**src/verilog/rvPkg.sv**
```systemverilog
package rvPkg;

    typedef logic [31:0] word_t;
    typedef logic [4:0]  regIdx_t;
    typedef logic [2:0]  aluOp_t;
    typedef logic [1:0]  resultSrc_t;
    typedef logic [1:0]  fwdSel_t;

    // alu operations
    localparam aluOp_t ALU_ADD = 3'd0;
    localparam aluOp_t ALU_SUB = 3'd1;
    localparam aluOp_t ALU_AND = 3'd2;
    localparam aluOp_t ALU_OR  = 3'd3;
    localparam aluOp_t ALU_XOR = 3'd4;
    localparam aluOp_t ALU_SLT = 3'd5;
    localparam aluOp_t ALU_SLL = 3'd6;
    localparam aluOp_t ALU_SRL = 3'd7;

    // writeback source
    localparam resultSrc_t RES_ALU = 2'd0;
    localparam resultSrc_t RES_MEM = 2'd1;
    localparam resultSrc_t RES_PC4 = 2'd2;

    // operand forwarding into execute
    localparam fwdSel_t FWD_RF  = 2'd0;
    localparam fwdSel_t FWD_WB  = 2'd1;
    localparam fwdSel_t FWD_MEM = 2'd2;

endpackage
```
**src/verilog/hazardUnit.sv**
```systemverilog
`timescale 1ns/1ps

module hazardUnit import rvPkg::*; (
    input  regIdx_t    rs1D,
    input  regIdx_t    rs2D,
    input  regIdx_t    rs1E,
    input  regIdx_t    rs2E,
    input  regIdx_t    rdE,
    input  resultSrc_t resultSrcE,
    input  logic       pcSrcE,
    input  regIdx_t    rdM,
    input  logic       regWriteM,
    input  regIdx_t    rdW,
    input  logic       regWriteW,
    output fwdSel_t    fwdAE,
    output fwdSel_t    fwdBE,
    output logic       stallF,
    output logic       stallD,
    output logic       flushD,
    output logic       flushE
);

    logic lwStall;

    // memory stage is younger, so it wins over writeback
    always_comb begin
        fwdAE = FWD_RF;
        if (rs1E != '0 && regWriteM && rs1E == rdM) begin
            fwdAE = FWD_MEM;
        end else if (rs1E != '0 && regWriteW && rs1E == rdW) begin
            fwdAE = FWD_WB;
        end
        fwdBE = FWD_RF;
        if (rs2E != '0 && regWriteM && rs2E == rdM) begin
            fwdBE = FWD_MEM;
        end else if (rs2E != '0 && regWriteW && rs2E == rdW) begin
            fwdBE = FWD_WB;
        end
    end

    assign lwStall = (resultSrcE == RES_MEM) && (rdE != '0) &&
                     ((rs1D == rdE) || (rs2D == rdE));

    assign stallF = lwStall;
    assign stallD = lwStall;
    assign flushD = pcSrcE;
    assign flushE = lwStall || pcSrcE;

endmodule

```
**config.mk**
```make
export PLATFORM = sky130hd
export DESIGN_NAME = hazardUnit
export DESIGN_NICKNAME = d
export VERILOG_FILES = /design/src/verilog/rvPkg.sv /design/src/verilog/hazardUnit.sv
export SDC_FILE = /design/constraint.sdc
export NUM_CORES = 1
export LEC_CHECK = 0
export BUFFER_PORTS_ARGS = -buffer_cell sky130_fd_sc_hd__buf_2
export CAP_MARGIN = 40
export CORE_AREA = 2 2 39 41
export DETAILED_ROUTE_END_ITERATION = 6
export DIE_AREA = 0 0 41 43
export PLACE_DENSITY = 0.76
export SETUP_SLACK_MARGIN = 0.05
export SLEW_MARGIN = 20
export SYNTH_ARGS = -nofsm -noshare
export SYNTH_HDL_FRONTEND = slang
export SYNTH_SLANG_ARGS = --single-unit
```
**constraint.sdc**
```tcl
create_clock -name vclk -period 2.5
set_input_delay 0.25 -clock vclk [all_inputs]
set_output_delay 0.25 -clock vclk [all_outputs]
set_load 0.05 [all_outputs]
```
Word-level counts from Yosys, hierarchy flattened
Cells that the tools add are included.

Equality and inequality tests: 7. Muxes and demuxes: 4. Reduce and logical (&&, ||, !) cells: 15.

Operators by type and width (number): $eq A5 B5 Y1 (6); $reduce_bool A5 Y1 (3); $logic_and A1 B1 Y1 (10); $mux W2 (2); $eq A2 B1 Y1 const B (1); $logic_or A1 B1 Y1 (2); $mux W1 (2).

Register bits after elaboration: 0. Output and inout port bits: 8. Word-level logic and storage cells: 26.

Depth between registers and ports, before layout
Depth in word-level cells: 5. Gate-level depth with buffers: 5. Mapped depth without buffers: 4.

Worst setup path before layout
OpenSTA, ideal clock, no wires.

Path kind: input to output. From: in rdE[2]. To: out stallF. Arrival time: 2.673 ns. Setup slack: -0.423 ns. Stages on the path: 5. Path through: xor2_1 > nor3_1 > a22oi_1 > nor4_1 > buf_4.

Cells in the longest elaborated chain, start to end: 3. Elaborated cells between the ends (all ways): 6. Those cells by class: eq/ne: 2; reduce/logical: 4.

RTL lines: start: declaration (RTL line hazardUnit.sv:8) `input regIdx_t rdE,`; $eq A5 B5 Y1 or $reduce_bool A5 Y1 (tied branches) (RTL line hazardUnit.sv:42, hazardUnit.sv:41); $logic_or A1 B1 Y1 or $logic_and A1 B1 Y1 (tied branches) (RTL line hazardUnit.sv:42, hazardUnit.sv:41); $logic_and A1 B1 Y1 (*) (RTL line hazardUnit.sv:41) `assign lwStall = (resultSrcE == RES_MEM) && (rdE != '0) &&`; end: declaration (RTL line hazardUnit.sv:17) `output logic stallF,`.

Mark *: on every way between the ends. The rest lies on a longest branch, timed or not.

Final worst setup path
From: in rs1E[1]. To: out fwdAE[0].

Cells in the longest elaborated chain, start to end: 5. Elaborated cells between the ends (all ways): 9. Those cells by class: eq/ne: 2; mux: 2; reduce/logical: 5.

RTL lines: start: declaration (RTL line hazardUnit.sv:6) `input regIdx_t rs1E,`; $reduce_bool A5 Y1 (RTL line hazardUnit.sv:28, hazardUnit.sv:30); $logic_and A1 B1 Y1 (2 in a row) (RTL line hazardUnit.sv:30) `end else if (rs1E != '0 && regWriteW && rs1E == rdW) begin`; $mux W1 (RTL line hazardUnit.sv:30); $mux W2 (*) (RTL line hazardUnit.sv:28) `if (rs1E != '0 && regWriteM && rs1E == rdM) begin`; end: declaration (RTL line hazardUnit.sv:15) `output fwdSel_t fwdAE,`.

Marked as above.

==> flow_metrics.tcl <==
set metrics [dict create \
    outcome "finished, final reports clean" \
    clkbuf_count 0 \
    power_leakage_nw 0.337 \
    finalSetupTns_ns 0 \
    core_um2 1380 \
    synth_compound_area_share_pct 3.50 \
    required_ns 2.25 \
    criticalPathCategory "input pin to output pin" \
    dpl-instance-area_um2 723 \
    overflow 0 \
    die-area_um2 1760 \
    syn_area_um2 464 \
    cp_data_arrival_time_ns 1.64 \
    synth_xor_area_share_pct 56.6 \
    grt_pass1_wl_um 2100 \
    grt_max_degree 4 \
    antenna_found_initial 0 \
    min-delay-path-class "input pin to output pin" \
    diodes 0 \
    cp_max_fo 3 \
    synth_cell_type_count 15 \
    die_w_um 41 \
    drt-initial-drc-count 3 \
    setup_ws_ns 0.606 \
    min_period_ns 1.89 \
    ctsResizeCount 0 \
    max-vdd-ir-drop_uv 68.7 \
    gp_congestion 0.834 \
    fillers 140 \
    timing.final.crit_share_pct 75.7 \
    area_growth_pct 55.8 \
    final_area_um2 723 \
    slew_headroom_pct 77.7 \
    ys_seq_area_share_pct 0 \
    rsz0062_at_grt "false" \
    finalWirelength_um 1350 \
    start_util_pct 33.5 \
    layout.area.seq_um2 0 \
    ctsHoldBuffers 0 \
    end_kind "output pin" \
    hold_violations 0 \
    max_freq_ghz 0.528 \
    vias 564 \
    avgSynthCellArea_um2 8.14 \
    wl_per_cell_um 11.4 \
    track_usage_pct 16.4 \
    start_kind "input pin" \
    drc 0 \
    seq_cell_count 0 \
    synth_simple_gate_area_share_pct 35.0 \
    die_height_um 43 \
    drive_gt1_share_pct 56.3 \
    place_hpwl_um 1290 \
    synth_fa_ha_area_share_pct 0 \
    viasPerCell 4.74 \
    p_per_area_nw_per_um2 171 \
    finalSetupViolCount 0 \
    antenna_left 0 \
    grt_pass1_vias 546 \
    drt_pass1_iterations 4 \
    synth_top_family_by_area "XOR/XNOR gates" \
    maxCapViolations 0 \
    portBuffers 48 \
    synthMuxAreaShare_pct 0 \
    syn_inst 57 \
    synth_warnings 0 \
    layout_common_cells "48 x buf_2, 16 x xnor2_1, 14 x xor2_1, 5 x nor4_2, 4 x nand4_1" \
    nets 145 \
    post_cts_buffers 0 \
    io_pins 48 \
    rows 14 \
    multi_input_area_um2 455 \
    layout_commonest_cell "buf_2" \
    preCtsSetupSlack_ns 0.593 \
    tightest_slew_ns 0.334 \
    report.final.slew_viol_count 0 \
    syn_nets 97 \
]
-- metrics by stage --
step           hold slack (ns)  utilization, %  std cells  total power, mW
2_1_floorplan            0.610               -         57           0.0672
3_3_place_gp             0.802            52.3        119            0.122
3_5_place_dp             0.805            52.3        119            0.124
4_1_cts                  0.805            52.3        119            0.125
5_1_grt                  0.814            52.3        119            0.135
6_report                 0.804            52.3        119            0.124
-- layer usage --
| metal | up-vias | track usage [%] | share of wire, % |
|---|---|---|---|
| li1 | 293 | - | - |
| met1 | 260 | 18.7 | 38 |
| met2 | 11 | 31.6 | 59 |
| met3 | 0 | 1.05 | 2.7 |
| met4 | 0 | 1.33 | 0 |
| met5 | - | 0 | 0 |
-- Yosys cell counts --
library cell | count | area (um2)
buf_4 | 2 | 15.0
or4_1 | 1 | 7.51
nor2_4 | 2 | 22.5
nor4_2 | 4 | 50.1
nand4_1 | 4 | 25.0
o41ai_1 | 1 | 8.76
a22oi_1 | 1 | 7.51
nand2_1 | 2 | 7.51
nor2_1 | 3 | 11.3
xor2_1 | 14 | 123
inv_1 | 2 | 7.51
nor4_1 | 1 | 6.26
or4_4 | 2 | 22.5
xnor2_1 | 16 | 140
nor3_1 | 2 | 10.0
-- worst max-delay path, stage by stage --
cell    delay (ns)
buf_2         0.13
or4_4         0.55
nor2_4        0.12
nor4_2        0.07
nor4_2        0.23
buf_2         0.30
-- final timing paths --
check | cells after the start | from | end | slack, ns
setup / recovery | 6 | rs1E[1] | fwdAE[0] | 0.61
hold / removal | 2 | pcSrcE | flushD | 0.80
-- layout make-up --
class	instances	area share [%]
Inverter	2	1.04
Multi-Input combinational cell	53	63.0
Tap cell	16	2.77
Timing Repair Buffer	48	33.2
-- logic make-up after synthesis --
logic type	Yosys count
AO/OA/AOI/OAI	2
XOR/XNOR	30
buffers and inverters	4
AND/OR/NAND/NOR	21
-- where the power goes --
part           switching, mW  total (mW)  internal [mW]
registers                  0           0              0
logic                 0.0655       0.124         0.0582
clock network              0           0              0
total                 0.0655       0.124         0.0582
Power figures use the tool's default switching activity.
