$ cat src/verilog/rvPkg.sv
package rvPkg;

    typedef logic [31:0] word_t;
    typedef logic [4:0]  regIdx_t;
    typedef logic [2:0]  aluOp_t;
    typedef logic [1:0]  resultSrc_t;
    typedef logic [1:0]  fwdSel_t;

    // alu operations
    localparam aluOp_t ALU_ADD = 3'd0;
    localparam aluOp_t ALU_SUB = 3'd1;
    localparam aluOp_t ALU_AND = 3'd2;
    localparam aluOp_t ALU_OR  = 3'd3;
    localparam aluOp_t ALU_XOR = 3'd4;
    localparam aluOp_t ALU_SLT = 3'd5;
    localparam aluOp_t ALU_SLL = 3'd6;
    localparam aluOp_t ALU_SRL = 3'd7;

    // writeback source
    localparam resultSrc_t RES_ALU = 2'd0;
    localparam resultSrc_t RES_MEM = 2'd1;
    localparam resultSrc_t RES_PC4 = 2'd2;

    // operand forwarding into execute
    localparam fwdSel_t FWD_RF  = 2'd0;
    localparam fwdSel_t FWD_WB  = 2'd1;
    localparam fwdSel_t FWD_MEM = 2'd2;

endpackage
$ cat src/verilog/decodeStage.sv
`timescale 1ns/1ps

module decodeStage import rvPkg::*; (
    input  logic       clk,
    input  logic       arstN,
    input  word_t      instrD,
    input  logic       regWriteW,
    input  regIdx_t    rdW,
    input  word_t      resultW,
    output logic       regWriteD,
    output resultSrc_t resultSrcD,
    output logic       memWriteD,
    output logic       jumpD,
    output logic       branchD,
    output aluOp_t     aluControlD,
    output logic       aluSrcAD,
    output logic       aluSrcBD,
    output logic       jalSrcD,
    output logic [2:0] funct3D,
    output word_t      rd1D,
    output word_t      rd2D,
    output regIdx_t    rdD,
    output regIdx_t    rs1D,
    output regIdx_t    rs2D,
    output word_t      immExtD
);

    localparam logic [6:0] OPC_OP     = 7'b0110011;
    localparam logic [6:0] OPC_OP_IMM = 7'b0010011;
    localparam logic [6:0] OPC_LOAD   = 7'b0000011;
    localparam logic [6:0] OPC_STORE  = 7'b0100011;
    localparam logic [6:0] OPC_BRANCH = 7'b1100011;
    localparam logic [6:0] OPC_JAL    = 7'b1101111;
    localparam logic [6:0] OPC_JALR   = 7'b1100111;
    localparam logic [6:0] OPC_AUIPC  = 7'b0010111;

    logic [6:0] opcode;
    logic       useRs1;
    logic       useRs2;
    aluOp_t     aluFunct;
    word_t      regs [32];

    assign opcode  = instrD[6:0];
    assign funct3D = instrD[14:12];
    assign rdD     = instrD[11:7];
    // unused source fields read as x0 so they raise no false hazards
    assign rs1D    = useRs1 ? instrD[19:15] : '0;
    assign rs2D    = useRs2 ? instrD[24:20] : '0;

    always_comb begin
        case (funct3D)
            3'b000:  aluFunct = (opcode == OPC_OP && instrD[30]) ? ALU_SUB : ALU_ADD;
            3'b001:  aluFunct = ALU_SLL;
            3'b010:  aluFunct = ALU_SLT;
            3'b100:  aluFunct = ALU_XOR;
            3'b101:  aluFunct = ALU_SRL;
            3'b110:  aluFunct = ALU_OR;
            3'b111:  aluFunct = ALU_AND;
            default: aluFunct = ALU_ADD;
        endcase
    end

    // unsupported opcodes fall through as a bubble
    always_comb begin
        regWriteD   = 1'b0;
        resultSrcD  = RES_ALU;
        memWriteD   = 1'b0;
        jumpD       = 1'b0;
        branchD     = 1'b0;
        aluControlD = ALU_ADD;
        aluSrcAD    = 1'b0;
        aluSrcBD    = 1'b0;
        jalSrcD     = 1'b0;
        useRs1      = 1'b0;
        useRs2      = 1'b0;
        immExtD     = '0;
        case (opcode)
            OPC_OP: begin
                regWriteD   = 1'b1;
                aluControlD = aluFunct;
                useRs1      = 1'b1;
                useRs2      = 1'b1;
            end
            OPC_OP_IMM: begin
                regWriteD   = 1'b1;
                aluControlD = aluFunct;
                aluSrcBD    = 1'b1;
                useRs1      = 1'b1;
                immExtD     = {{20{instrD[31]}}, instrD[31:20]};
            end
            OPC_LOAD: begin
                regWriteD  = 1'b1;
                resultSrcD = RES_MEM;
                aluSrcBD   = 1'b1;
                useRs1     = 1'b1;
                immExtD    = {{20{instrD[31]}}, instrD[31:20]};
            end
            OPC_STORE: begin
                memWriteD = 1'b1;
                aluSrcBD  = 1'b1;
                useRs1    = 1'b1;
                useRs2    = 1'b1;
                immExtD   = {{20{instrD[31]}}, instrD[31:25], instrD[11:7]};
            end
            OPC_BRANCH: begin
                branchD     = 1'b1;
                aluControlD = ALU_SUB;
                useRs1      = 1'b1;
                useRs2      = 1'b1;
                immExtD     = {{20{instrD[31]}}, instrD[7], instrD[30:25],
                               instrD[11:8], 1'b0};
            end
            OPC_JAL: begin
                regWriteD  = 1'b1;
                resultSrcD = RES_PC4;
                jumpD      = 1'b1;
                immExtD    = {{12{instrD[31]}}, instrD[19:12], instrD[20],
                              instrD[30:21], 1'b0};
            end
            OPC_JALR: begin
                regWriteD  = 1'b1;
                resultSrcD = RES_PC4;
                jumpD      = 1'b1;
                jalSrcD    = 1'b1;
                useRs1     = 1'b1;
                immExtD    = {{20{instrD[31]}}, instrD[31:20]};
            end
            OPC_AUIPC: begin
                regWriteD = 1'b1;
                aluSrcAD  = 1'b1;
                aluSrcBD  = 1'b1;
                immExtD   = {instrD[31:12], 12'b0};
            end
            default: ;
        endcase
    end

    always_ff @(posedge clk or negedge arstN) begin
        if (!arstN) begin
            for (int i = 0; i < 32; i++) begin
                regs[i] <= '0;
            end
        end else if (regWriteW && rdW != '0) begin
            regs[rdW] <= resultW;
        end
    end

    // write-first, x0 stays zero since it is never written
    assign rd1D = (regWriteW && rdW == rs1D && rs1D != '0) ? resultW : regs[rs1D];
    assign rd2D = (regWriteW && rdW == rs2D && rs2D != '0) ? resultW : regs[rs2D];

endmodule

$ cat config.mk
export PLATFORM = sky130hd
export DESIGN_NAME = decodeStage
export DESIGN_NICKNAME = d
export VERILOG_FILES = /design/src/verilog/rvPkg.sv /design/src/verilog/decodeStage.sv
export SDC_FILE = /design/constraint.sdc
export NUM_CORES = 2
export LEC_CHECK = 0
export ABC_AREA = 1
export BUFFER_PORTS_ARGS = -buffer_cell sky130_fd_sc_hd__buf_4
export CORE_UTILIZATION = 45
export DETAILED_ROUTE_END_ITERATION = 8
export SETUP_SLACK_MARGIN = 0.15
export SLEW_MARGIN = 20
export SYNTH_ARGS = -nofsm -noshare
export SYNTH_HDL_FRONTEND = slang
export SYNTH_SLANG_ARGS = --single-unit
$ cat constraint.sdc
create_clock -name clk -period 3.25 [get_ports clk]
set_clock_uncertainty 0.15 [all_clocks]
set_input_delay 0.1625 -clock clk [delete_from_list [all_inputs] [get_ports clk]]
set_output_delay 0.1625 -clock clk [all_outputs]
set_load 0.1 [all_outputs]
Yosys cells after proc, flatten, opt, wreduce, memory -nomap -nowiden --
Cells that the tools add are included.
Storage, ports and cells: input bits 72, word-level logic and storage cells 100, output and inout port bits 126, flip-flop bits (word level) 1024
Operators by class: magnitude comparators 4, bitwise operators 3, muxes and demuxes 27, equality and inequality tests 16, reduce and logical (&&, ||, !) cells 18
Operators by type and width (number):
- $bwmux 1024 | 1
- $bmux 32 s5 | 2
- $mux 32 | 7
- $demux 32 s5 | 1
- $pmux 32 s5 | 1
- $eq 7x7->1 const B | 3
- $pmux 3 s7 | 1
- $ge 6x6->1 const B | 3
- $not 5->6 | 3
- $reduce_bool 5->1 | 3
- $eq 7x5->1 const B | 2
- $eq 7x6->1 const B | 2
- $eq 3x3->1 const B | 4
- $reduce_or 6->1 | 2
- $eq 5x5->1 | 2
- $mux 1 | 10
- $mux 5 | 2
- $eq 7x2->1 const B | 1
- $logic_and 1x1->1 | 7
- $lt 6x1->1 const B | 1
- $pmux 3 s2 | 1
- $reduce_or 3->1 | 2
- $pmux 2 s2 | 1
- $reduce_or 2->1 | 2
- other kinds (4) | 4

Longest topological paths before layout --
word-level depth 9, gate-level depth with buffers 16, depth with buffers taken out 14

Worst setup path before layout --
No wires, ideal clock.
path kind input to output, from input port instrD[1], to output port immExtD[21], required time 2.938 ns, slack -0.830 ns, arrival time 3.768 ns, path buffers 1, stages on the path 9, cells stage by stage nand2_1 -> inv_1 -> nand2_1 -> nor2_1 -> nor2_1 -> a21oi_1 -> nand2_1 -> clkbuf_1 -> o21ai_0
Between the ends: cells in the longest elaborated chain, start to end 3, elaborated cells between the ends (all ways) 9, those cells by class 7 x eq/ne; 1 x mux; 1 x reduce/logical
Ends and longest elaborated chain:
- start: declaration | line decodeStage.sv:6 | input word_t instrD,
- $eq 7x7->1 (tied with other cells) | line decodeStage.sv:77 | case (opcode)
- $reduce_or 3->1 (no line)
- $pmux 32 s5 (*) | line decodeStage.sv:77
- end: declaration | line decodeStage.sv:25 | output word_t immExtD
Mark *: on every way between the ends. The rest lies on a longest branch, timed or not.

Worst setup path after layout --
from input port instrD[6], to output port rd2D[7]
Between the ends: cells in the longest elaborated chain, start to end 9, elaborated cells between the ends (all ways) 15, those cells by class 4 x eq/ne; 6 x mux; 1 x bitwise; 4 x reduce/logical
Ends and longest elaborated chain:
- $eq 7x6->1 / $eq 7x7->1 (equally long branches) | line decodeStage.sv:77
- $reduce_or 3->1 (no line) (*)
- $mux 1 (*) | line decodeStage.sv:77
- $mux 5 (*) | line decodeStage.sv:48 | assign rs2D = useRs2 ? instrD[24:20] : '0;
- $not 5->6 (implied by the code) | line decodeStage.sv:150 | assign rd2D = (regWriteW && rdW == rs2D && rs2D != '0) ? resultW : regs[rs2D];
- $bmux 32 s5 | line decodeStage.sv:150
- $mux 32 (implied by the code) (2 in a row) | line decodeStage.sv:150
- $mux 32 (*) | line decodeStage.sv:150
- end: declaration | line decodeStage.sv:21 | output word_t rd2D,
Mark *: on every way between the ends. The rest lies on a longest branch, timed or not. The select of a mux whose other input is x is not followed.

==> results.cfg <==
[detailed_routing]
vias = 62443
first_iter_violations = 8654
routed_wl_um = 252000
viasPerCell = 5.97
drc = 0
ant_nets = 0
dr.pass1.iters = 9
wl_per_cell_um = 24.1

[cts]
numCtsBuffers = 116
clk_pin_slew_ns = 0.07
clockRootBuffer = clkbuf_16
ctsHtreeMaxLevel = 3
cts.sinks = 1024
cts_buffer_depth = 3
cts_tree = yes
clk_latency_ns = 0.73

[finish]
final_nets = 8687
top_register = regs
syn2layout_area_growth_pct = 16.8
fill_cells = 12801
drive_gt1_share_pct = 9.24
fin_area_um2 = 70400
reg.largest.list = regs (1024)
largest_register_ffs = 1024

[worst_setup_path]
crit_path_max_fanout = 14
r2r_start = regs[835]$_DFFE_PN0P_
critPathKind = in -> out
critPathRequiredTime_ns = 2.94
arrival_ns = 2.81
max_stage_delay_ns = 0.31
rrSetupSlack_ns = 2.35
cp_slowest_cell = buf_4
crit_path_frequent_cell = nand3_1
critPathCaptureType = primary output
r2r-end = regs[835]$_DFFE_PN0P_
path_cells = buf_4 > inv_2 > nand3_1 > a21oi_4 > buf_12 > nand2_4 > buf_4 > nand2_1 > o211ai_1 > nand3_1 > nand3_1 > nand3_1 > nand3_1 > nand2_1 > buf_4
rr_worst_depth = 2
cp-start-kind = input port

[timing]
max_freq_mhz = 321
tns_ns = 0
rsz0062_at_grt = true
hold_viol_final = 0
setup_viol = 0
maxSlewViolCount = 0
slew-limit-headroom_pct = 26.6
worst_pin_slew_ns = 1.10
min_period_over_period_pct = 96.0
fin_crit_ns = 3.12

[global_routing]
grt.overflow.total = 0
grt_usage_pct = 35.9
met1_usage_pct = 49.6
grt_busiest_layer = met2
antenna_found_initial = 6
first_global_vias = 57955
use_met3_pct = 7.52
grt_pass1_wl_um = 373000
met2_usage_pct = 54.7
grt_max_degree = 111

[place]
placed_area_um2 = 64900
place_hpwl_um = 149000
portBuffers = 197
gp_congestion = 0.906

[synthesis]
syn_area_um2 = 60300
synthArstFlopShare_pct = 100
synth_commonest_cells = 2459 x nand2_1, 1637 x nand3_1, 1030 x inv_1
syn_inst = 8738
synth.most_common_cell = nand2_1
synth-edff-count = 0
syn-num-nets = 8810
ys_types = 32
synth_top_area_cell = dfrtp_1
ys_warn_count = 0
seq_area_frac_synth_pct = 42.5
ys_top_cells_by_area = dfrtp_1 42%, nand2_1 15%, nand3_1 14%, o21ai_0 8.4%, inv_1 6.4%
ys_ff_latch = 1024
netlist.area_leader.share_pct = 42.5
syn_avg_cell_area_um2 = 6.90
dominantRegCellSynth = dfrtp_1

[power]
leakagePower_uw = 0.0352
vdd_drop_max_uv = 575
power_density_nw_per_um2 = 553

[worst_hold_path]
min_path_type = in -> reg
worstHoldPathCells = 5
hp-start = regWriteW
holdPathEnd = regs[494]$_DFFE_PN0P_

[floorplan]
boundaryPins = 198
chipHeight_um = 368
initial_core_util_pct = 45.6
dieArea_um2 = 136000
std_cell_rows = 133
die_w_um = 368
coreArea_um2 = 132000

[job]
cap_violations = 0

[outcome]
status = finished clean
-- per-stage QoR --
step           std cells  setup slack (ns)  hold slack [ns]  power [µW]  util, %
2_1_floorplan       8738            -0.560           -0.283       22100        -
3_3_place_gp       10183             0.103           0.0570       24200     49.1
3_5_place_dp       10183             0.114           0.0527       24500     49.1
4_1_cts            10432             0.132           0.0150       38900     52.5
5_1_grt            10466            0.0855           0.0661       41000     53.2
6_report           10467             0.131           0.0539       39000     53.2
-- worst max path at each step --
stage               startpoint          end  slack, ns  cells after the start
floorplan            instrD[1]  immExtD[12]      -0.56                      6
global placement     instrD[5]      rd1D[1]       0.10                     16
detailed placement   instrD[1]      rd2D[0]       0.11                     16
CTS                  instrD[1]      rd2D[0]       0.13                     16
global route         instrD[3]     rd1D[19]       0.09                     19
finish               instrD[6]      rd2D[7]       0.13                     15
-- critical path, delay by kind of cell --
kind / cells / cell delay [ns]
AND/OR/NAND/NOR: 8 / 1.31
buffers and inverters: 5 / 1.00
AO/OA/AOI/OAI: 2 / 0.32
-- where the power goes --
group          internal (µW)  switching (µW)
clock network           8650            5770
registers              15300            1440
logic                   2790            5060
-- kinds of logic after synthesis --
logic type	Yosys count	share of synthesized area (%)
DFF	1024	42.5
and+or+nand+nor	4329	30.6
buffers and inverters	1839	11.9
AOI/OAI and AO/OA	1544	15.0
xor gates and xnor gates	2	0.0290
-- per-layer routing --
metal  part of all wire (%)  wire (µm)
met5                  0.019         47
met2                     44     110000
met3                     11      28900
met4                    4.6      11500
met1                     40     101000
-- cell usage in the layout, fill, tap and decap left out, types with 14 or more instances in the layout --
cell and count:
buf_12 115, buf_16 18, buf_4 323, buf_6 44, bufinv_16 19, clkbuf_1 23, clkbuf_16 132, clkbuf_8 22
clkinv_2 25, dfrtp_1 1024, dlygate4sd3_1 34, inv_1 1025, nand2_1 2440, nand3_1 1614, nand3_2 14, nand4_1 36
nor2_1 161, nor2_4 19, o211ai_1 512, o21ai_0 1007
-- cell type report --
cell class              instances  area, µm²  share of cell area [%]
clock buffers                 163       3340                    4.74
repair buffers                557       6540                    9.29
diodes                          1       2.50                 0.00355
clock inverters                51        792                    1.12
well taps                    1755       2200                    3.12
inverters                    1039       3940                    5.59
flip-flops and latches       1024      25600                    36.4
multi-input cells            5877      28000                    39.8
-- repair_timing --
action                                  CTS  global route
setup buffers                             0            18
cloned                                    0            16
hold buffers                             35             0
gates resized for setup                   5            98
endpoints found under the hold margin  1259             0
setup endpoints to repair                10            63
pin swaps                                 0             7
(Power assumes the default switching activity.)
