<file path="src/verilog/rvPkg.sv">
package rvPkg;

    typedef logic [31:0] word_t;
    typedef logic [4:0]  regIdx_t;
    typedef logic [2:0]  aluOp_t;
    typedef logic [1:0]  resultSrc_t;
    typedef logic [1:0]  fwdSel_t;

    // alu operations
    localparam aluOp_t ALU_ADD = 3'd0;
    localparam aluOp_t ALU_SUB = 3'd1;
    localparam aluOp_t ALU_AND = 3'd2;
    localparam aluOp_t ALU_OR  = 3'd3;
    localparam aluOp_t ALU_XOR = 3'd4;
    localparam aluOp_t ALU_SLT = 3'd5;
    localparam aluOp_t ALU_SLL = 3'd6;
    localparam aluOp_t ALU_SRL = 3'd7;

    // writeback source
    localparam resultSrc_t RES_ALU = 2'd0;
    localparam resultSrc_t RES_MEM = 2'd1;
    localparam resultSrc_t RES_PC4 = 2'd2;

    // operand forwarding into execute
    localparam fwdSel_t FWD_RF  = 2'd0;
    localparam fwdSel_t FWD_WB  = 2'd1;
    localparam fwdSel_t FWD_MEM = 2'd2;

endpackage
</file>
<file path="src/verilog/idExRegister.sv">
`timescale 1ns/1ps

module idExRegister import rvPkg::*; (
    input  logic       clk,
    input  logic       arstN,
    input  logic       stall,
    input  logic       clr,
    // control
    input  logic       regWriteD,
    input  resultSrc_t resultSrcD,
    input  logic       memWriteD,
    input  logic       jumpD,
    input  logic       branchD,
    input  aluOp_t     aluControlD,
    input  logic       aluSrcAD,
    input  logic       aluSrcBD,
    input  logic       jalSrcD,
    input  logic [2:0] funct3D,
    // operands and indices
    input  word_t      rd1D,
    input  word_t      rd2D,
    input  regIdx_t    rdD,
    input  regIdx_t    rs1D,
    input  regIdx_t    rs2D,
    input  word_t      immExtD,
    input  word_t      pcD,
    input  word_t      pcPlusD,
    output logic       regWriteE,
    output resultSrc_t resultSrcE,
    output logic       memWriteE,
    output logic       jumpE,
    output logic       branchE,
    output aluOp_t     aluControlE,
    output logic       aluSrcAE,
    output logic       aluSrcBE,
    output logic       jalSrcE,
    output logic [2:0] funct3E,
    output word_t      rd1E,
    output word_t      rd2E,
    output regIdx_t    rdE,
    output regIdx_t    rs1E,
    output regIdx_t    rs2E,
    output word_t      immExtE,
    output word_t      pcE,
    output word_t      pcPlusE
);

    // a cleared entry is a bubble with no write and no store
    always_ff @(posedge clk or negedge arstN) begin
        if (!arstN) begin
            {regWriteE, resultSrcE, memWriteE, jumpE, branchE, aluControlE,
             aluSrcAE, aluSrcBE, jalSrcE, funct3E, rd1E, rd2E, rdE, rs1E, rs2E,
             immExtE, pcE, pcPlusE} <= '0;
        end else if (clr) begin
            {regWriteE, resultSrcE, memWriteE, jumpE, branchE, aluControlE,
             aluSrcAE, aluSrcBE, jalSrcE, funct3E, rd1E, rd2E, rdE, rs1E, rs2E,
             immExtE, pcE, pcPlusE} <= '0;
        end else if (!stall) begin
            {regWriteE, resultSrcE, memWriteE, jumpE, branchE, aluControlE,
             aluSrcAE, aluSrcBE, jalSrcE, funct3E, rd1E, rd2E, rdE, rs1E, rs2E,
             immExtE, pcE, pcPlusE} <=
            {regWriteD, resultSrcD, memWriteD, jumpD, branchD, aluControlD,
             aluSrcAD, aluSrcBD, jalSrcD, funct3D, rd1D, rd2D, rdD, rs1D, rs2D,
             immExtD, pcD, pcPlusD};
        end
    end

endmodule

</file>
<file path="config.mk">
export PLATFORM = sky130hd
export DESIGN_NAME = idExRegister
export DESIGN_NICKNAME = d
export VERILOG_FILES = /design/src/verilog/rvPkg.sv /design/src/verilog/idExRegister.sv
export SDC_FILE = /design/constraint.sdc
export NUM_CORES = 1
export LEC_CHECK = 0
export BUFFER_PORTS_ARGS = -buffer_cell sky130_fd_sc_hd__buf_2
export CAP_MARGIN = 20
export CORE_ASPECT_RATIO = 2
export CORE_MARGIN = 1.5
export CORE_UTILIZATION = 35
export DETAILED_ROUTE_END_ITERATION = 8
export SYNTH_ARGS = -nofsm -noshare
export SYNTH_HDL_FRONTEND = slang
export SYNTH_SLANG_ARGS = --single-unit
</file>
<file path="constraint.sdc">
create_clock -name clk -period 1.31 [get_ports clk]
set_clock_uncertainty 0.1 [all_clocks]
set_input_delay 0.0655 -clock clk [delete_from_list [all_inputs] [get_ports clk]]
set_output_delay 0.0655 -clock clk [all_outputs]
set_load 0.02 [all_outputs]
</file>
Yosys cells after proc, flatten, opt, wreduce, memory -nomap -nowiden
Index checks and enable logic that the tools add are counted.
- logic and storage cells: 55
- output and inout bits: 190
- register bits after elaboration: 190
- equality and inequality tests: 1
- mux-type cells: 36
- operators by type and width (operator ; number):
    $mux W32 ; 10
    $mux W5 ; 6
    $mux W1 ; 14
    $mux W3 ; 4
    $mux W2 ; 2
    $ne A2 B1 Y1 const B ; 1

Depth between registers and ports, before layout
Gate-level depths: netlist (run 1).
- depth after elaboration: 2
- gate-level depth with buffers: 5

Worst setup path after synthesis (run 1)
No wires, ideal clock.
- path type: input-to-reg
- from: in stall
- to: reg immExtE[10]
- setup slack: 0.335 ns
- library setup time: 0.132 ns
- arrival time: 0.743 ns
- buffers on the path: 3
- cell stages on the path: 5
- path through: buf_4 -> buf_6 -> buf_6 -> mux2i_1 -> nor2_1
- word-level cells in the longest chain between the ends: 1
- ends and longest elaborated chain (element ; RTL line ; source):
    start: declaration ; idExRegister.sv:6 ; input logic stall,
    $ne A2 B1 Y1 (no source line) ; n/a ;
    end: declaration ; idExRegister.sv:43 ; output word_t immExtE,
No other way between the ends.
A chain may end at the register's enable or synchronous reset.

Worst setup path after layout (run 1)
- from: reg pcPlusE[29]
- to: out pcPlusE[29]
- RTL lines (element ; RTL line ; source):
    start: declaration ; idExRegister.sv:45 ; output word_t pcPlusE
    start signal: assignment ; idExRegister.sv:61 ; immExtE, pcE, pcPlusE} <=
No word-level cell between the ends.

==> flow_summary.json, run 1 <==
{
  "r2r-start": "pcPlusE[29]",
  "floorplan.die_area_um2": 22800,
  "leftover_overflow_at_the_end_of_global_routing": 0,
  "core.rowCount": 76,
  "p_leak_nw": 7.03,
  "postSynthRegisterBits": 190,
  "worstSkewPairLatency_ns": 0.44,
  "fin_tns_setup_ns": 0,
  "ff2ff_setup_slack_ns": 0.45,
  "finish.instance_area_um2": 12600,
  "share_of_synthesized_area_occupied_by_flip_flops_and_latches_pct": 62.1,
  "worst_r2r_endpoint": "pcPlusE[29]",
  "detail_route.first_pass.iterations": 4,
  "design.final.nets": 1397,
  "number_of_antenna_violations_at_the_first_check_in_global_routing": 0,
  "clkSinkCount": 190,
  "numCtsBuffers": 17,
  "slowest_delay_ns": 0.42,
  "cap_viol_max_count": 0,
  "grt_first_pass_wirelength_um": 36000,
  "synthesis.area_per_instance_um2": 12.5,
  "path_class": "register to output port",
  "timing.critical_path.slowest_stage_cell": "dfrtp_1",
  "timing.fmax_mhz": 822,
  "timing.final.crit_share_pct": 92.9,
  "core_area_um2": 21500,
  "cts-htree-levels": 4,
  "crit_fanout": 2,
  "netlist-cell-type-count": 7,
  "cp_num_cells": 1,
  "tritoncts": "yes",
  "post_route_cells_drive_above_1_share_pct": 37.0,
  "largest_net_degree_at_the_start_of_global_routing": 37,
  "tightest_slew_ns": 0.382,
  "path_depth_of_the_worst_reg2reg_path": 2,
  "detailroute.via_count": 6863,
  "io_pins": 384,
  "detail_route.vias_per_cell": 4.61,
  "worstSetupEndpointType": "output port",
  "worst-endpoint-required_ns": 1.14,
  "slew-limit-headroom_pct": 74.6,
  "synth_nets": 806,
  "critPathLaunchType": "register",
  "port_buffers": 383,
  "dpl.hpwl_um": 15600,
  "synth_area_um2": 7650,
  "grt_pass1_vias": 7258,
  "cts_clock_pin_slew_for_the_worst_setup_and_hold_paths_ns": 0.08,
  "final_period_minus_worst_setup_slack_ns": 1.22,
  "cts.path.max_buffers": 2,
  "wl_per_cell_um": 15.7,
  "detailedRoute.firstIterationViolations": 280,
  "cellPowerDensity_nw_per_um2": 1110,
  "path_delay_family": "flip-flops",
  "crit_path_cell_trace": "buf_2",
  "start_util_pct": 35.6,
  "timing.hold.ws_ns": -0.0121,
  "cp_num_buf_inv": 1,
  "failed_checks": "hold timing",
  "setup_viol": 0,
  "die_x_um": 108,
  "cp_data_arrival_time_ns": 1.05,
  "final_cell_mix": "buf_2, dlygate4sd3_1, mux2i_1, nor2_1, dfrtp_1",
  "timing_max_transition_violations_final": 0,
  "most_common_library_cell_in_the_layout_ignoring_fill_and_taps": "buf_2",
  "die-height_um": 212,
  "gp_congestion": 0.818,
  "drt.antenna.violating_nets": 0,
  "syn_inst": 612,
  "final-hold-violation-count": 16,
  "peakVddDrop_uv": 981,
  "tot_gr_track_use_pct": 20.5,
  "worstHoldPathType": "input pin to asynchronous set/reset pin",
  "remaining_drc_errors": 0,
  "crit_path_start": "pcPlusE[29]",
  "status": "finished, violations left",
  "post_cts.repair.setup_buffers": 0,
  "dpl_cell_area_um2": 10100,
  "area_delta_synth_final_pct": 64.3,
  "yosys_warnings": 0,
  "ctsRootBufferMaster": "clkbuf_16",
  "aggregate_routed_wire_length_um": 23400,
  "insertedDiodeCount": 0,
  "rsz0062_at_grt": "false"
}
-- kinds of logic after synthesis --
family	synth area share (%)
multiplexers	24.8
buffers and inverters	3.73
AND/OR/NAND/NOR	9.32
flip-flops	62.1
-- worst max-delay path by stage --
stage	end	slack, ns
floorplan	immExtE[10]	0.34
global route	rs2E[2]	0.03
detailed placement	rdE[2]	0.20
CTS	pcPlusE[29]	0.07
global placement	rd2E[28]	0.21
finish	pcPlusE[29]	0.09
-- layout make-up --
class | count | area, um2
Multi-Input combinational cell | 380 | 2620
Tap cell | 273 | 342
Sequential cell | 190 | 4750
Fill cell | 1754 | 8920
Clock buffer | 18 | 429
Timing Repair Buffer | 614 | 4310
Clock inverter | 14 | 126
-- cell usage after synthesis --
cell        n  area (um2)
mux2i_1   190        1900
buf_2       6        30.0
clkbuf_1   15        56.3
nor2_1    190         713
buf_6      11         124
dfrtp_1   190        4750
buf_4      10        75.1
-- through the flow --
stage	std cells	hold WS, ns	setup WS [ns]	total power (W)	util, %
global placement	1262	-0.0998	0.211	0.00861	46.8
floorplan	612	-0.330	0.335	0.00762	-
CTS	1487	-0.0248	0.0687	0.0141	58.4
finish	1489	-0.0121	0.0936	0.0139	58.5
global route	1489	-0.0156	0.0321	0.0145	58.5
detailed placement	1262	-0.0969	0.197	0.00864	46.8
-- registers in the layout, summed over array words and instances (netlist names), 2 cells and up --
| name | flops |
|---|---|
| rs2E | 5 |
| immExtE | 32 |
| aluControlE | 3 |
| rdE | 5 |
| rd2E | 32 |
| rd1E | 32 |
| rs1E | 5 |
| pcE | 32 |
| funct3E | 3 |
| resultSrcE | 2 |
| pcPlusE | 32 |
-- per-layer routing --
layer / track usage [%] / share of wire (%)
met2: 37.0 / 53
met5: 0 / 0
met3: 5.03 / 6.1
met1: 21.4 / 37
met4: 11.0 / 4.2
-- where the power goes --
part           total, W  leakage, nW  internal [W]  switching [W]
clock           0.00492        0.269       0.00250        0.00241
combinational   0.00263         4.24       0.00126        0.00137
sequential      0.00637         2.52       0.00619       0.000176
total            0.0139         7.03       0.00996        0.00395
-- repair_timing --
item                                   4_1_cts  5_1_grt
resized for setup                            0        2
endpoints found under the hold margin      380        4
hold buffers                               193        2
setup endpoints to repair                    0        3
Note: power is estimated with default switching activity, not from simulation.
==> run 2: changes to the inputs <==
--- a/config.mk
+++ b/config.mk
@@ -7,10 +7,10 @@
 export LEC_CHECK = 0
 export BUFFER_PORTS_ARGS = -buffer_cell sky130_fd_sc_hd__buf_2
 export CAP_MARGIN = 20
-export CORE_ASPECT_RATIO = 2
-export CORE_MARGIN = 1.5
-export CORE_UTILIZATION = 35
+export CORE_AREA = 2 2 148 150
 export DETAILED_ROUTE_END_ITERATION = 8
+export DIE_AREA = 0 0 150 152
+export PLACE_DENSITY = 0.66
 export SYNTH_ARGS = -nofsm -noshare
 export SYNTH_HDL_FRONTEND = slang
 export SYNTH_SLANG_ARGS = --single-unit
==> flow_summary.json, run 2 (same netlist as run 1, synthesis figures left out) <==
{
  "status": "finished, violations left",
  "failed_checks": "setup timing",
  "cellPowerDensity_nw_per_um2": 1120,
  "port_buffers": 383,
  "crit_fanout": 33,
  "cap_viol_max_count": 0,
  "post_route_cells_drive_above_1_share_pct": 36.7,
  "post-route-util_pct": 58.7,
  "design.final.nets": 1388,
  "post_placement_cell_count": 1262,
  "detail_route.vias_per_cell": 4.60,
  "core_area_um2": 21400,
  "area_delta_synth_final_pct": 63.8,
  "path_class": "input pin to register",
  "insertedDiodeCount": 0,
  "pre_cts_slack_ns": 0.163,
  "die-height_um": 152,
  "detailroute.via_count": 6833,
  "numCtsBuffers": 17,
  "gp_congestion": 0.781,
  "grt_peak_use_layer": "met2",
  "die_x_um": 150,
  "timing_max_transition_violations_final": 0,
  "final_period_minus_worst_setup_slack_ns": 1.33,
  "fin_tns_setup_ns": -0.0205,
  "detailedRoute.firstIterationViolations": 237,
  "tritoncts": "yes",
  "drt.antenna.violating_nets": 0,
  "final-instance-count-excl-fill": 1486,
  "use_met1_pct": 23.9,
  "postLayoutSetupSlackWorst_ns": -0.0205,
  "start_util_pct": 35.9,
  "ctsRootBufferMaster": "clkbuf_16",
  "timing.fmax_mhz": 752,
  "r2r-start": "pcPlusE[29]",
  "total_power_w": 0.0140,
  "grt_first_pass_wirelength_um": 37900,
  "setup_viol": 1,
  "leftover_overflow_at_the_end_of_global_routing": 0,
  "floorplan.die_area_um2": 22800,
  "grt_use_met3_pct": 6.04,
  "critPathLaunchType": "input pin",
  "clkSinkCount": 190,
  "gr-usage-met2_pct": 36.3,
  "final-hold-violation-count": 0,
  "cts-htree-levels": 4,
  "worst-endpoint-required_ns": 1.50,
  "worstSkewPairLatency_ns": 0.41,
  "io_pins": 384,
  "worstHoldPathType": "input pin to asynchronous set/reset pin",
  "tot_gr_track_use_pct": 20.7,
  "timing.final.crit_share_pct": 102,
  "remaining_drc_errors": 0,
  "most_common_library_cell_in_the_layout_ignoring_fill_and_taps": "buf_2",
  "slew-limit-headroom_pct": 68.9,
  "final_cell_mix": "buf_2, dlygate4sd3_1, mux2i_1, nor2_1, dfrtp_1",
  "core.rowCount": 54,
  "peakVddDrop_uv": 898,
  "largest_net_degree_at_the_start_of_global_routing": 59,
  "rsz0062_at_grt": "true",
  "crit_path_start": "stall",
  "cp_data_arrival_time_ns": 1.52,
  "number_of_antenna_violations_at_the_first_check_in_global_routing": 0,
  "p_leak_nw": 7.01,
  "worstSetupEndpointType": "register",
  "wl_per_cell_um": 16.0,
  "cts.path.max_buffers": 2,
  "grt_pass1_vias": 7506,
  "cts_clock_pin_slew_for_the_worst_setup_and_hold_paths_ns": 0.08,
  "detail_route.first_pass.iterations": 4,
  "dpl.hpwl_um": 14900,
  "aggregate_routed_wire_length_um": 23800,
  "tightest_slew_ns": 0.466
}
==> run 2: cell count changes in the layout (fill, tap and decap cells not counted), moves of 2 or more <==
cell           change
buf_4              -7
buf_6              -2
clkbuf_8           +2
clkinvlp_4         -2
dlygate4sd3_1      -2
inv_6              +2
==> run 2: area by class of cell <==
cell class | count | area (um2)
timing repair buffer | 605 | 4250
clock inverter | 12 | 120
fill | 1759 | 8810
clock buffer | 19 | 443
multi-input combinational | 380 | 2620
sequential | 190 | 4750
tap | 280 | 350
==> run 2: critical path, cell delays in order <==
cell           delay (ns)
dlygate4sd3_1        0.58
buf_12               0.23
buf_16               0.26
mux2i_1              0.28
nor2_1               0.07
==> run 2: through the flow <==
stage	hold slack, ns	cell area (um2)
floorplan	-0.330	7650
global placement	-0.0399	10000
detailed placement	-0.0359	10000
CTS	0.0738	12500
global route	0.0891	12500
finish	0.0909	12500
==> run 2: what timing repair did <==
action,CTS,global route
setup buffers,0,0
endpoints found under the hold margin,380,0
gates resized for setup,0,2
hold buffers,193,0
setup endpoints to repair,0,70
==> run 2: layer usage <==
layer | part of all wire (%) | wire [um]
met1 | 40 | 9460
met2 | 50 | 11900
met3 | 7.9 | 1880
met4 | 2.7 | 637
met5 | 0 | 0
==> run 2: final timing paths <==
check,endpoint,slack [ns],cells past startpoint
worst max-delay path,pcPlusE[29],-0.02,5
worst min-delay path,immExtE[18],0.09,2
worst max register to register,pcPlusE[29],0.41,2
worst min register to register,rdE[2],0.41,2
max in group asynchronous,immExtE[8],0.51,3
min in group clk,pcPlusE[24],0.32,4
==> run 2: report_power, final <==
part           switching, W  total (W)  internal, W
registers          0.000183    0.00637      0.00619
logic               0.00137    0.00262      0.00125
clock network       0.00242    0.00499      0.00257
